## src/cancid_pkg.sv

```systemverilog
package cancid_pkg;

  // Stream id space
  localparam int STREAM_W = 6;
  localparam int NUM_STREAMS = 2 ** STREAM_W;

  typedef logic [STREAM_W-1:0] stream_id_t;

  // Global match count width
  localparam int COUNT_W = 16;

  // Literal searched for by the DFA
  // First character sits in the top byte
  localparam int PATTERN_LEN = 6;
  localparam logic [8*PATTERN_LEN-1:0] PATTERN = "rlogin";

  // DFA state is the matched prefix length from 0 up to PATTERN_LEN
  typedef logic [2:0] dfa_state_t;

  // Nothing matched yet
  localparam dfa_state_t DFA_IDLE = 3'd0;
  // Whole literal matched
  localparam dfa_state_t DFA_ACCEPT = dfa_state_t'(PATTERN_LEN);

  // One input byte beat of a stream
  typedef struct packed {
    stream_id_t stream_id;
    logic [7:0] char;
    // First beat of a packet
    logic       sop;
    // Last beat of a packet
    logic       eop;
  } char_beat_t;

  // One report per finished packet
  typedef struct packed {
    stream_id_t           stream_id;
    // Stream was enabled at eop
    logic                 enabled;
    // Literal seen in this packet and always 0 when disabled
    logic                 fired;
    // Global count after this packet
    logic [COUNT_W-1:0]   count;
  } report_t;

endpackage

```

## src/stream_ingress.sv

```systemverilog
`timescale 1ns/10ps

module stream_ingress #(
  parameter int IN_DEPTH = 8
) (
  input  logic                   clk,
  input  logic                   rst_n,
  input  logic                   in_valid,
  input  cancid_pkg::char_beat_t in_beat,
  output logic                   in_credit,
  input  logic                   space,
  output logic                   beat_valid,
  output cancid_pkg::char_beat_t beat,
  output logic                   new_stream
);

  localparam int PTR_W = (IN_DEPTH > 1) ? $clog2(IN_DEPTH) : 1;
  localparam int FILL_W = $clog2(IN_DEPTH + 1);

  cancid_pkg::char_beat_t fifo_mem [IN_DEPTH];

  logic [PTR_W-1:0]                   wr_ptr;
  logic [PTR_W-1:0]                   rd_ptr;
  logic [FILL_W-1:0]                  fill;
  logic [cancid_pkg::NUM_STREAMS-1:0] seen;
  logic                               full;
  logic                               empty;
  logic                               pop;

  assign empty = (fill == '0);
  assign full = (fill == FILL_W'(IN_DEPTH));

  // Pop only while the report side can still take a report
  assign pop = !empty && space;

  // Head of FIFO is presented directly in show-ahead style
  assign beat_valid = pop;
  assign beat = fifo_mem[rd_ptr];

  // First packet of a stream since reset starts from a clean DFA
  assign new_stream = beat.sop && !seen[beat.stream_id];

  // Beat storage
  always_ff @(posedge clk)
  begin
    if (in_valid)
      fifo_mem[wr_ptr] <= in_beat;
  end

  always_ff @(posedge clk)
  begin
    if (!rst_n)
    begin
      wr_ptr <= '0;
      rd_ptr <= '0;
      fill <= '0;
      seen <= '0;
      in_credit <= 1'b0;
    end
    else
    begin
      // Source only sends while holding a credit
      if (in_valid)
        wr_ptr <= (wr_ptr == PTR_W'(IN_DEPTH - 1)) ? '0 : wr_ptr + 1'b1;
      if (pop)
        rd_ptr <= (rd_ptr == PTR_W'(IN_DEPTH - 1)) ? '0 : rd_ptr + 1'b1;
      if (in_valid && !pop)
        fill <= fill + 1'b1;
      else if (!in_valid && pop)
        fill <= fill - 1'b1;
      // One credit back per freed entry
      in_credit <= pop;
      // Mark stream as known once its first packet leaves
      if (pop && beat.sop)
        seen[beat.stream_id] <= 1'b1;
    end
  end

  // Source sent without a credit
  a_no_credit_overflow: assert property (
    @(posedge clk) disable iff (!rst_n) in_valid |-> !full
  );

endmodule

```

## src/rlogin_dfa.sv

```systemverilog
`timescale 1ns/10ps

module rlogin_dfa (
  input  cancid_pkg::dfa_state_t state_in,
  input  logic [7:0]             char_in,
  output cancid_pkg::dfa_state_t state_out,
  output logic                   accept
);

  // First literal character where a mismatch restarts
  localparam logic [7:0] FIRST_CHAR =
    cancid_pkg::PATTERN[8*cancid_pkg::PATTERN_LEN-1 -: 8];

  // Effective prefix length before this character
  cancid_pkg::dfa_state_t step;
  // Character that would extend the prefix
  logic [7:0]             expect_char;

  always_comb
  begin
    // After a full match the next step starts over like idle
    if (state_in == cancid_pkg::DFA_ACCEPT)
      step = cancid_pkg::DFA_IDLE;
    else
      step = state_in;

    // Pattern is stored first character in the top byte
    expect_char = cancid_pkg::PATTERN[8*(cancid_pkg::PATTERN_LEN - 1 - int'(step)) +: 8];

    if (char_in == expect_char)
      state_out = step + 3'd1;
    // A stray 'r' can begin a new match
    else if (char_in == FIRST_CHAR)
      state_out = 3'd1;
    else
      state_out = cancid_pkg::DFA_IDLE;
  end

  // Accept fires on the character that completes the literal
  // No proper prefix of the literal is also a suffix, so a restart
  // never loses a partial match
  assign accept = (state_out == cancid_pkg::DFA_ACCEPT);

endmodule

```

## src/category_matcher.sv

```systemverilog
`timescale 1ns/10ps

module category_matcher (
  input  logic                               clk,
  input  logic                               rst_n,
  input  logic                               beat_valid,
  input  cancid_pkg::char_beat_t             beat,
  input  logic                               new_stream,
  input  logic [cancid_pkg::NUM_STREAMS-1:0] enable_mask,
  output logic                               rpt_push,
  output cancid_pkg::report_t                rpt_data
);

  // Saved DFA state per stream
  cancid_pkg::dfa_state_t state_mem [cancid_pkg::NUM_STREAMS];

  cancid_pkg::dfa_state_t        work_state;
  cancid_pkg::dfa_state_t        start_state;
  cancid_pkg::dfa_state_t        next_state;
  logic                          dfa_accept;
  logic                          spec_flag;
  logic                          fired_next;
  logic                          stream_en;
  logic                          pkt_open;
  logic [cancid_pkg::COUNT_W-1:0] count;
  logic [cancid_pkg::COUNT_W-1:0] count_next;

  // Restore at sop, otherwise continue the running packet
  always_comb
  begin
    if (!beat.sop)
      start_state = work_state;
    else if (new_stream)
      start_state = cancid_pkg::DFA_IDLE;
    else
      start_state = state_mem[beat.stream_id];
  end

  rlogin_dfa i_rlogin_dfa (
    .state_in  (start_state),
    .char_in   (beat.char),
    .state_out (next_state),
    .accept    (dfa_accept)
  );

  // Speculative flag restarts with each packet
  assign fired_next = (beat.sop ? 1'b0 : spec_flag) | dfa_accept;
  assign stream_en = enable_mask[beat.stream_id];
  assign count_next = count + {{(cancid_pkg::COUNT_W - 1){1'b0}}, fired_next};

  always_ff @(posedge clk)
  begin
    if (!rst_n)
    begin
      work_state <= cancid_pkg::DFA_IDLE;
      spec_flag <= 1'b0;
      pkt_open <= 1'b0;
      count <= '0;
      rpt_push <= 1'b0;
    end
    else
    begin
      // Report goes out the cycle after eop
      rpt_push <= beat_valid && beat.eop;
      if (beat_valid)
      begin
        work_state <= next_state;
        spec_flag <= fired_next;
        pkt_open <= !beat.eop;
        if (beat.eop)
        begin
          // Only enabled streams commit their flag
          if (stream_en)
            count <= count_next;
        end
      end
    end
  end

  always_ff @(posedge clk)
  begin
    // Seed a fresh stream so later restores read a defined state
    if (beat_valid && beat.sop && new_stream)
      state_mem[beat.stream_id] <= cancid_pkg::DFA_IDLE;
    // Save state so a match may straddle packets
    // The eop write wins over the seed
    if (beat_valid && beat.eop && stream_en)
      state_mem[beat.stream_id] <= next_state;
    if (beat_valid && beat.eop)
    begin
      rpt_data.stream_id <= beat.stream_id;
      rpt_data.enabled <= stream_en;
      rpt_data.fired <= stream_en & fired_next;
      rpt_data.count <= stream_en ? count_next : count;
    end
  end

  // Packets arrive whole, one after another
  a_no_sop_in_packet: assert property (
    @(posedge clk) disable iff (!rst_n) beat_valid && beat.sop |-> !pkt_open
  );

endmodule

```

## src/match_report.sv

```systemverilog
`timescale 1ns/10ps

module match_report #(
  parameter int OUT_DEPTH   = 4,
  parameter int OUT_CREDITS = 2
) (
  input  logic                clk,
  input  logic                rst_n,
  input  logic                rpt_push,
  input  cancid_pkg::report_t rpt_data,
  output logic                space,
  output logic                out_valid,
  output cancid_pkg::report_t out_rpt,
  input  logic                out_credit
);

  localparam int PTR_W = (OUT_DEPTH > 1) ? $clog2(OUT_DEPTH) : 1;
  localparam int FILL_W = $clog2(OUT_DEPTH + 1);
  localparam int CRED_W = $clog2(OUT_CREDITS + 1);

  cancid_pkg::report_t fifo_mem [OUT_DEPTH];

  logic [PTR_W-1:0]  wr_ptr;
  logic [PTR_W-1:0]  rd_ptr;
  logic [FILL_W-1:0] fill;
  logic [CRED_W-1:0] credit_cnt;
  logic              full;
  logic              empty;
  logic              pop;

  assign empty = (fill == '0);
  assign full = (fill == FILL_W'(OUT_DEPTH));

  // Room for one more report plus the one already in flight
  assign space = (fill <= FILL_W'(OUT_DEPTH - 2));

  // Send while a report waits and the sink has granted a credit
  assign pop = !empty && (credit_cnt != '0);

  // Report storage and outgoing payload
  always_ff @(posedge clk)
  begin
    if (rpt_push)
      fifo_mem[wr_ptr] <= rpt_data;
    if (pop)
      out_rpt <= fifo_mem[rd_ptr];
  end

  always_ff @(posedge clk)
  begin
    if (!rst_n)
    begin
      wr_ptr <= '0;
      rd_ptr <= '0;
      fill <= '0;
      credit_cnt <= CRED_W'(OUT_CREDITS);
      out_valid <= 1'b0;
    end
    else
    begin
      out_valid <= pop;
      if (rpt_push)
        wr_ptr <= (wr_ptr == PTR_W'(OUT_DEPTH - 1)) ? '0 : wr_ptr + 1'b1;
      if (pop)
        rd_ptr <= (rd_ptr == PTR_W'(OUT_DEPTH - 1)) ? '0 : rd_ptr + 1'b1;
      if (rpt_push && !pop)
        fill <= fill + 1'b1;
      else if (!rpt_push && pop)
        fill <= fill - 1'b1;
      // Each send costs one credit and each sink pulse returns one
      if (pop && !out_credit)
        credit_cnt <= credit_cnt - 1'b1;
      else if (!pop && out_credit)
        credit_cnt <= credit_cnt + 1'b1;
    end
  end

  // Matcher pushed past the space signal
  a_no_push_full: assert property (
    @(posedge clk) disable iff (!rst_n) rpt_push |-> !full
  );

  // Sink never returns more credits than it was granted
  a_no_credit_excess: assert property (
    @(posedge clk) disable iff (!rst_n)
      out_credit && !pop |-> credit_cnt != CRED_W'(OUT_CREDITS)
  );

endmodule

```

## src/cancid_top.sv

```systemverilog
`timescale 1ns/10ps

module cancid_top #(
  parameter int IN_DEPTH    = 8,
  parameter int OUT_DEPTH   = 4,
  parameter int OUT_CREDITS = 2
) (
  input  logic                               clk,
  input  logic                               rst_n,
  input  logic                               in_valid,
  input  cancid_pkg::char_beat_t             in_beat,
  output logic                               in_credit,
  input  logic [cancid_pkg::NUM_STREAMS-1:0] enable_mask,
  output logic                               out_valid,
  output cancid_pkg::report_t                out_rpt,
  input  logic                               out_credit
);

  // Ingress to matcher
  logic                   beat_valid;
  cancid_pkg::char_beat_t beat;
  logic                   new_stream;
  // Matcher to report side
  logic                   rpt_push;
  cancid_pkg::report_t    rpt_data;
  // Report FIFO back-pressure to ingress
  logic                   space;

  stream_ingress #(
    .IN_DEPTH (IN_DEPTH)
  ) i_stream_ingress (
    .clk        (clk),
    .rst_n      (rst_n),
    .in_valid   (in_valid),
    .in_beat    (in_beat),
    .in_credit  (in_credit),
    .space      (space),
    .beat_valid (beat_valid),
    .beat       (beat),
    .new_stream (new_stream)
  );

  category_matcher i_category_matcher (
    .clk         (clk),
    .rst_n       (rst_n),
    .beat_valid  (beat_valid),
    .beat        (beat),
    .new_stream  (new_stream),
    .enable_mask (enable_mask),
    .rpt_push    (rpt_push),
    .rpt_data    (rpt_data)
  );

  match_report #(
    .OUT_DEPTH   (OUT_DEPTH),
    .OUT_CREDITS (OUT_CREDITS)
  ) i_match_report (
    .clk        (clk),
    .rst_n      (rst_n),
    .rpt_push   (rpt_push),
    .rpt_data   (rpt_data),
    .space      (space),
    .out_valid  (out_valid),
    .out_rpt    (out_rpt),
    .out_credit (out_credit)
  );

endmodule

```

## config.mk

```make
export PLATFORM = sky130hd
export DESIGN_NAME = cancid_top
export DESIGN_NICKNAME = d
export VERILOG_FILES = /design/src/cancid_pkg.sv /design/src/stream_ingress.sv /design/src/rlogin_dfa.sv /design/src/category_matcher.sv /design/src/match_report.sv /design/src/cancid_top.sv
export SDC_FILE = /design/constraint.sdc
export NUM_CORES = 1
export LEC_CHECK = 0
export BUFFER_PORTS_ARGS = -buffer_cell sky130_fd_sc_hd__buf_4
export CAP_MARGIN = 20
export CORE_AREA = 2 2 199 201
export CTS_CLUSTER_SIZE = 16
export DETAILED_ROUTE_END_ITERATION = 7
export DIE_AREA = 0 0 201 203
export GPL_ROUTABILITY_DRIVEN = 0
export HOLD_SLACK_MARGIN = 0.08
export PLACE_DENSITY = 0.8
export SYNTH_ARGS = -nofsm -noshare
export SYNTH_HDL_FRONTEND = slang
export SYNTH_HIERARCHICAL = 1
export SYNTH_SLANG_ARGS = --single-unit
```

## constraint.sdc

```tcl
create_clock -name clk -period 8.7 [get_ports clk]
set_input_delay 0.435 -clock clk [delete_from_list [all_inputs] [get_ports clk]]
set_output_delay 0.435 -clock clk [all_outputs]
set_load 0.05 [all_outputs]
```

==> impl_metrics.ini, run 1 <==
[layout]
final_layout_size_suffix_gt1_share_pct = 19.9
syn2layout_area_growth_pct = 14.5
ff_latch_area_um2 = 16100
layout_commonest_cell = edfxtp_1
num-fill-cells = 2430
multi_input_area_um2 = 6630
nets = 1787
most-common-layout-cells = 464 x edfxtp_1, 150 x buf_4, 124 x nor2_1, 108 x dfxtp_1, 93 x a21oi_1

[cts]
ctsResizeCount = 0
cts_hold_buf = 16
h-tree-depth = 2
post_cts_buffers = 0
cts-root-buf = clkbuf_16
cts.sinks = 573
clkTransAtPathRegs_ps = 60
cts_tree = yes
cts_buffers = 54
clockBufferDepth = 3
clk_latency_ps = 620

[floorplan]
die_y_um = 203
die_w_um = 201
core-area_um2 = 38500
std_cell_rows = 72
io_pins = 110
start_util_pct = 60.5
die-area_um2 = 40800

[global_routing]
grt_max_degree = 76
overflow = 0
grt.total_usage_pct = 25.4
grt_pass1_wl_um = 80400
antenna_found_initial = 0
grt_pass1_vias = 14317

[critical_path]
crit_fanout = 16
cp.arrival_ps = 8610
worst_r2r_path_depth = 29
worst-setup-path-type = reg2reg
critPathCaptureType = register
cp.required_ps = 9220
cpPeakStageDelay_ps = 590
cp_slowest_cell = mux4_2
crit_path_start_kind = register

[power]
p_leak_nw = 9.33
peakVddDrop_mv = 0.237
p_seq_share_pct = 41.4
power_switching_share_pct = 33.7
pwr-share-clk_pct = 29.0
p_comb_share_pct = 29.6
power.total_mw = 8.24
internal-power_mw = 5.46
p_switching_mw = 2.78
p_per_area_nw_per_um2 = 309

[timing]
fin_crit_sh_pct = 93.0
rsz0062_at_grt = false
finalSetupTns_ps = 0
fmax_ghz = 0.124
slew_viol_final = 0
skew_ps = 35.9
setup_viol = 0
hold_viol_final = 0
finalCriticalPeriod_ps = 8090
maxSlewHeadroom_pct = 25.2
worst_pin_slew_ps = 1110

[routing]
dr.first_iter.drc_count = 1692
vias = 14279
wl_per_cell_um = 22.9
ant_nets = 0
dr.pass1.iters = 6
remaining_drc_errors = 0
wl_um = 51500
viasPerCell = 6.35

[worst_hold_path]
hold_depth = 2
hold_path.class = in2reg

[synthesis]
ys_seq_elements = 573
syn_avg_cell_area_um2 = 15.1
async_flop_share_pct = 0
syn_inst = 1544
synth_cell_types = 84
syn-cell-area_um2 = 23300
ys_warn_count = 6
ys_seq_area_share_pct = 69.3
synth_edf_count = 464
syn_nets = 1647
ys.flop_type = edfxtp_1

[placement]
numPortBuffers = 109
dp_hpwl_um = 31600

[run]
drv_cap = 0

[run_status]
status = finished, final reports clean
[per-layer routing]
layer	up-vias	track usage [%]	share of wire, %	routed length (µm)
met5	-	0	0	0
met4	0	8.36	2.6	1360
met3	119	5.25	9.2	4750
met2	805	42.1	49	25100
met1	7019	34.1	39	20200
li1	6336	-	-	-
[cells in the mapped netlist (5+ instances only)]
| master | n | area share [%] |
|---|---|---|
| edfxtp_1 | 464 | 60 |
| nor2_1 | 124 | 2.0 |
| dfxtp_1 | 109 | 9.4 |
| a21oi_1 | 93 | 2.0 |
| a22oi_1 | 85 | 2.7 |
| nor3_1 | 70 | 1.5 |
| nand2_1 | 67 | 1.1 |
| mux2i_1 | 56 | 2.4 |
| mux4_2 | 55 | 5.3 |
| clkbuf_1 | 42 | 0.68 |
| inv_1 | 26 | 0.42 |
| buf_2 | 22 | 0.47 |
| nand3_1 | 22 | 0.47 |
| mux2_2 | 18 | 0.87 |
| ha_1 | 17 | 0.91 |
| o21ai_0 | 16 | 0.34 |
| a31oi_1 | 15 | 0.40 |
| nand2b_1 | 15 | 0.40 |
| a221oi_1 | 13 | 0.49 |
| or3_1 | 13 | 0.35 |
| xnor2_1 | 13 | 0.49 |
| and3_1 | 12 | 0.32 |
| xor2_1 | 12 | 0.45 |
| a22o_1 | 11 | 0.41 |
| nand4_1 | 11 | 0.30 |
| a41oi_1 | 8 | 0.30 |
| and2_1 | 7 | 0.19 |
| buf_4 | 7 | 0.23 |
| buf_6 | 7 | 0.34 |
| nor2b_1 | 7 | 0.19 |
| o211ai_1 | 7 | 0.23 |
| nor4_1 | 5 | 0.13 |
[cell families (layout without fill, tap and decap cells)]
group / Yosys count / in the layout / share of synthesized area, %
AO/OA/AOI/OAI: 292 / 292 / 8.67
XOR/XNOR: 25 / 25 / 0.941
adder cells (fa/ha/maj): 19 / 19 / 1.09
buffers and inverters: 113 / 298 / 2.36
flip-flops: 573 / 573 / 69.3
multiplexers: 139 / 139 / 9.52
other: 0 / 1 / 0
AND/OR/NAND/NOR: 383 / 383 / 8.15
[layout make-up]
type / instances / area share (%)
flip-flops and latches: 573 / 60.5
multi-input cells: 858 / 24.9
clock buffers: 74 / 5.63
repair buffers: 167 / 4.90
well taps: 518 / 2.43
clock inverters: 27 / 1.22
inverters: 30 / 0.432
diodes: 1 / 0.00939
[power groups by stage]
stage               sequential, mW  clock (mW)  combinational [mW]
finish                        3.41        2.39                2.44
global placement              3.45           0                2.36
floorplan                     3.65           0                1.56
detailed placement            3.47           0                2.40
global route                  3.44        2.53                2.60
CTS                           3.41        2.42                2.42
[final timing paths]
kind / startpoint / end / slack [ps]
setup reg to reg: register / i_category_matcher/count[13] / 610
hold reg to reg: i_stream_ingress/seen[5] / i_stream_ingress/seen[5] / 470
hold / removal: rst_n / i_match_report/credit_cnt[1] / 130
setup / recovery: register / i_category_matcher/count[13] / 610
[worst max-delay path, delay by kind of cell, from the launching register on]
kind	cells	cell delay [ps]
compound gates	8	1760
xor+xnor	1	160
fa+ha+maj	2	380
buf+inv	4	1010
flops	1	470
mux	3	1100
simple gates	11	3100
[per-stage QoR]
step           setup slack, ps  cells  instance area [µm²]  hold slack [ps]  utilization, %
2_1_floorplan             2040   1544                23300              431               -
3_5_place_dp               954   2130                24700              455            64.1
5_1_grt                   7.90   2247                26600              118            69.3
3_3_place_gp              1200   2130                24700              443            64.1
6_report                   608   2248                26600              125            69.3
4_1_cts                    733   2247                26600              100            69.3
[state kept, by name, summed over array words and instances, names as in the netlist, named ones only]
signal and flops:
i_match_report/fill 3, i_stream_ingress/fifo_mem 128, i_match_report/fifo_mem 96, i_stream_ingress/wr_ptr 3
i_stream_ingress/seen 64, i_category_matcher/spec_flag 1, i_match_report/rd_ptr 2, i_match_report/out_valid 1
i_match_report/out_rpt 24, i_match_report/credit_cnt 2, i_match_report/wr_ptr 2, i_category_matcher/rpt_push 1
i_category_matcher/state_mem 192, i_category_matcher/rpt_data 24, i_category_matcher/work_state 3, i_stream_ingress/fill 4
i_stream_ingress/in_credit 1, i_category_matcher/count 16, i_stream_ingress/rd_ptr 3
(Power assumes the default switching activity.)
==> run 2: changes to the inputs <==
--- a/config.mk
+++ b/config.mk
@@ -8,6 +8,7 @@
 export BUFFER_PORTS_ARGS = -buffer_cell sky130_fd_sc_hd__buf_4
 export CAP_MARGIN = 20
 export CORE_AREA = 2 2 199 201
+export CTS_BUF_LIST = sky130_fd_sc_hd__clkbuf_16
 export CTS_CLUSTER_SIZE = 16
 export DETAILED_ROUTE_END_ITERATION = 7
 export DIE_AREA = 0 0 201 203
==> run 2 against run 1 <==
Against the previous run:
- hold slack got worse by 1.1 ps
- highest routed layer unchanged
- setup slack got worse by 91 ps
- via count increased by 0.22%
==> impl_metrics.ini, run 2 (synthesis gave the netlist of run 1 again) <==
[global_routing]
overflow = 0
grt_max_degree = 76
antenna_found_initial = 0
grt.total_usage_pct = 25.5
grt_pass1_wl_um = 80400
grt_pass1_vias = 14415

[layout]
layout_commonest_cell = edfxtp_1
largestRegisters = i_category_matcher/state_mem: 192 flops, i_stream_ingress/fifo_mem: 128 flops, i_match_report/fifo_mem: 96 flops
syn2layout_area_growth_pct = 14.2
largest_register_ff_count = 192
top_register = i_category_matcher/state_mem
most-common-layout-cells = 464 x edfxtp_1, 150 x buf_4, 124 x nor2_1, 108 x dfxtp_1, 93 x a21oi_1
num-fill-cells = 2440
nets = 1787
final_layout_size_suffix_gt1_share_pct = 19.4
final_util_pct = 69.1

[floorplan]
die-area_um2 = 40800
die_w_um = 201
std_cell_rows = 72
core-area_um2 = 38500
die_y_um = 203
io_pins = 110
start_util_pct = 60.5

[cts]
cts-root-buf = clkbuf_16
post_cts_buffers = 0
cts.sinks = 573
cts_hold_buf = 16
cts_tree = yes
h-tree-depth = 2
cts_buffers = 54
clkTransAtPathRegs_ps = 60
clockBufferDepth = 3
ctsResizeCount = 0
clk_latency_ps = 610

[critical_path]
critPathCaptureType = register
crit_fanout = 16
cpPeakStageDelay_ps = 610
worst_r2r_path_depth = 29
cp.required_ps = 9220
cp.arrival_ps = 8700
worst-setup-path-type = reg2reg
cp_slowest_cell = nor3_2
crit_path_start_kind = register

[routing]
viasPerCell = 6.37
wl_um = 51600
dr.pass1.iters = 6
vias = 14311
wl_per_cell_um = 23.0
ant_nets = 0
dr.first_iter.drc_count = 1736
remaining_drc_errors = 0

[power]
p_leak_nw = 9.34
peakVddDrop_mv = 0.237
p_per_area_nw_per_um2 = 307

[timing]
worst_pin_slew_ps = 1070
slew_viol_final = 0
hold_viol_final = 0
finalSetupTns_ps = 0
rsz0062_at_grt = false
finalCriticalPeriod_ps = 8180
fmax_ghz = 0.122
fin_crit_sh_pct = 94.1
setup_viol = 0
maxSlewHeadroom_pct = 28.8
skew_ps = 34.2

[worst_hold_path]
hold_path.class = in2reg
hold_depth = 2

[run_status]
status = finished, final reports clean

[placement]
numPortBuffers = 109
dp_hpwl_um = 31600

[run]
drv_cap = 0
==> run 2: worst max-delay path: cells and delay by family, from the launching register on <==
| kind | cells | cell delay (ps) |
|---|---|---|
| compound gates | 8 | 1790 |
| xor+xnor | 1 | 160 |
| fa+ha+maj | 2 | 380 |
| buf+inv | 4 | 1030 |
| flops | 1 | 470 |
| mux | 3 | 1110 |
| simple gates | 11 | 3130 |
==> run 2: area by class of cell <==
type / instances / area (µm²) / area share, %
Inverter: 30 / 115 / 0.433
Antenna cell: 1 / 2.50 / 0.00942
Multi-Input combinational cell: 858 / 6630 / 25.0
Timing Repair Buffer: 167 / 1310 / 4.92
Clock inverter: 47 / 399 / 1.50
Clock buffer: 54 / 1350 / 5.09
Sequential cell: 573 / 16100 / 60.7
Tap cell: 518 / 648 / 2.44
==> run 2: worst paths after layout <==
check                                 from  slack (ps)                            to
setup / recovery                  register         520  i_category_matcher/count[13]
hold / removal                       rst_n         120  i_match_report/credit_cnt[1]
setup reg to reg                  register         520  i_category_matcher/count[13]
hold reg to reg   i_stream_ingress/seen[5]         470      i_stream_ingress/seen[5]
==> run 2: metrics by stage <==
| step | instances | power, mW | hold slack (ps) | worst slack [ps] | instance area [µm²] |
|---|---|---|---|---|---|
| 6_report | 2248 | 8.16 | 124 | 517 | 26600 |
| 2_1_floorplan | 1544 | 5.21 | 431 | 2040 | 23300 |
| 3_5_place_dp | 2130 | 5.86 | 455 | 954 | 24700 |
| 5_1_grt | 2247 | 8.48 | 115 | 12.1 | 26600 |
| 3_3_place_gp | 2130 | 5.81 | 443 | 1200 | 24700 |
| 4_1_cts | 2247 | 8.17 | 101 | 735 | 26600 |
==> run 2: power by group <==
part | internal [mW] | switching, mW
sequential | 3.28 | 0.128
clock | 1.31 | 0.991
combinational | 0.786 | 1.66
total | 5.38 | 2.78
==> run 2: layer usage <==
layer	GRT usage [%]	up-vias	part of all wire, %
li1	-	6340	-
met3	5.62	139	9.7
met1	33.8	7012	39
met2	42.2	820	49
met4	8.49	0	2.9
met5	0	-	0
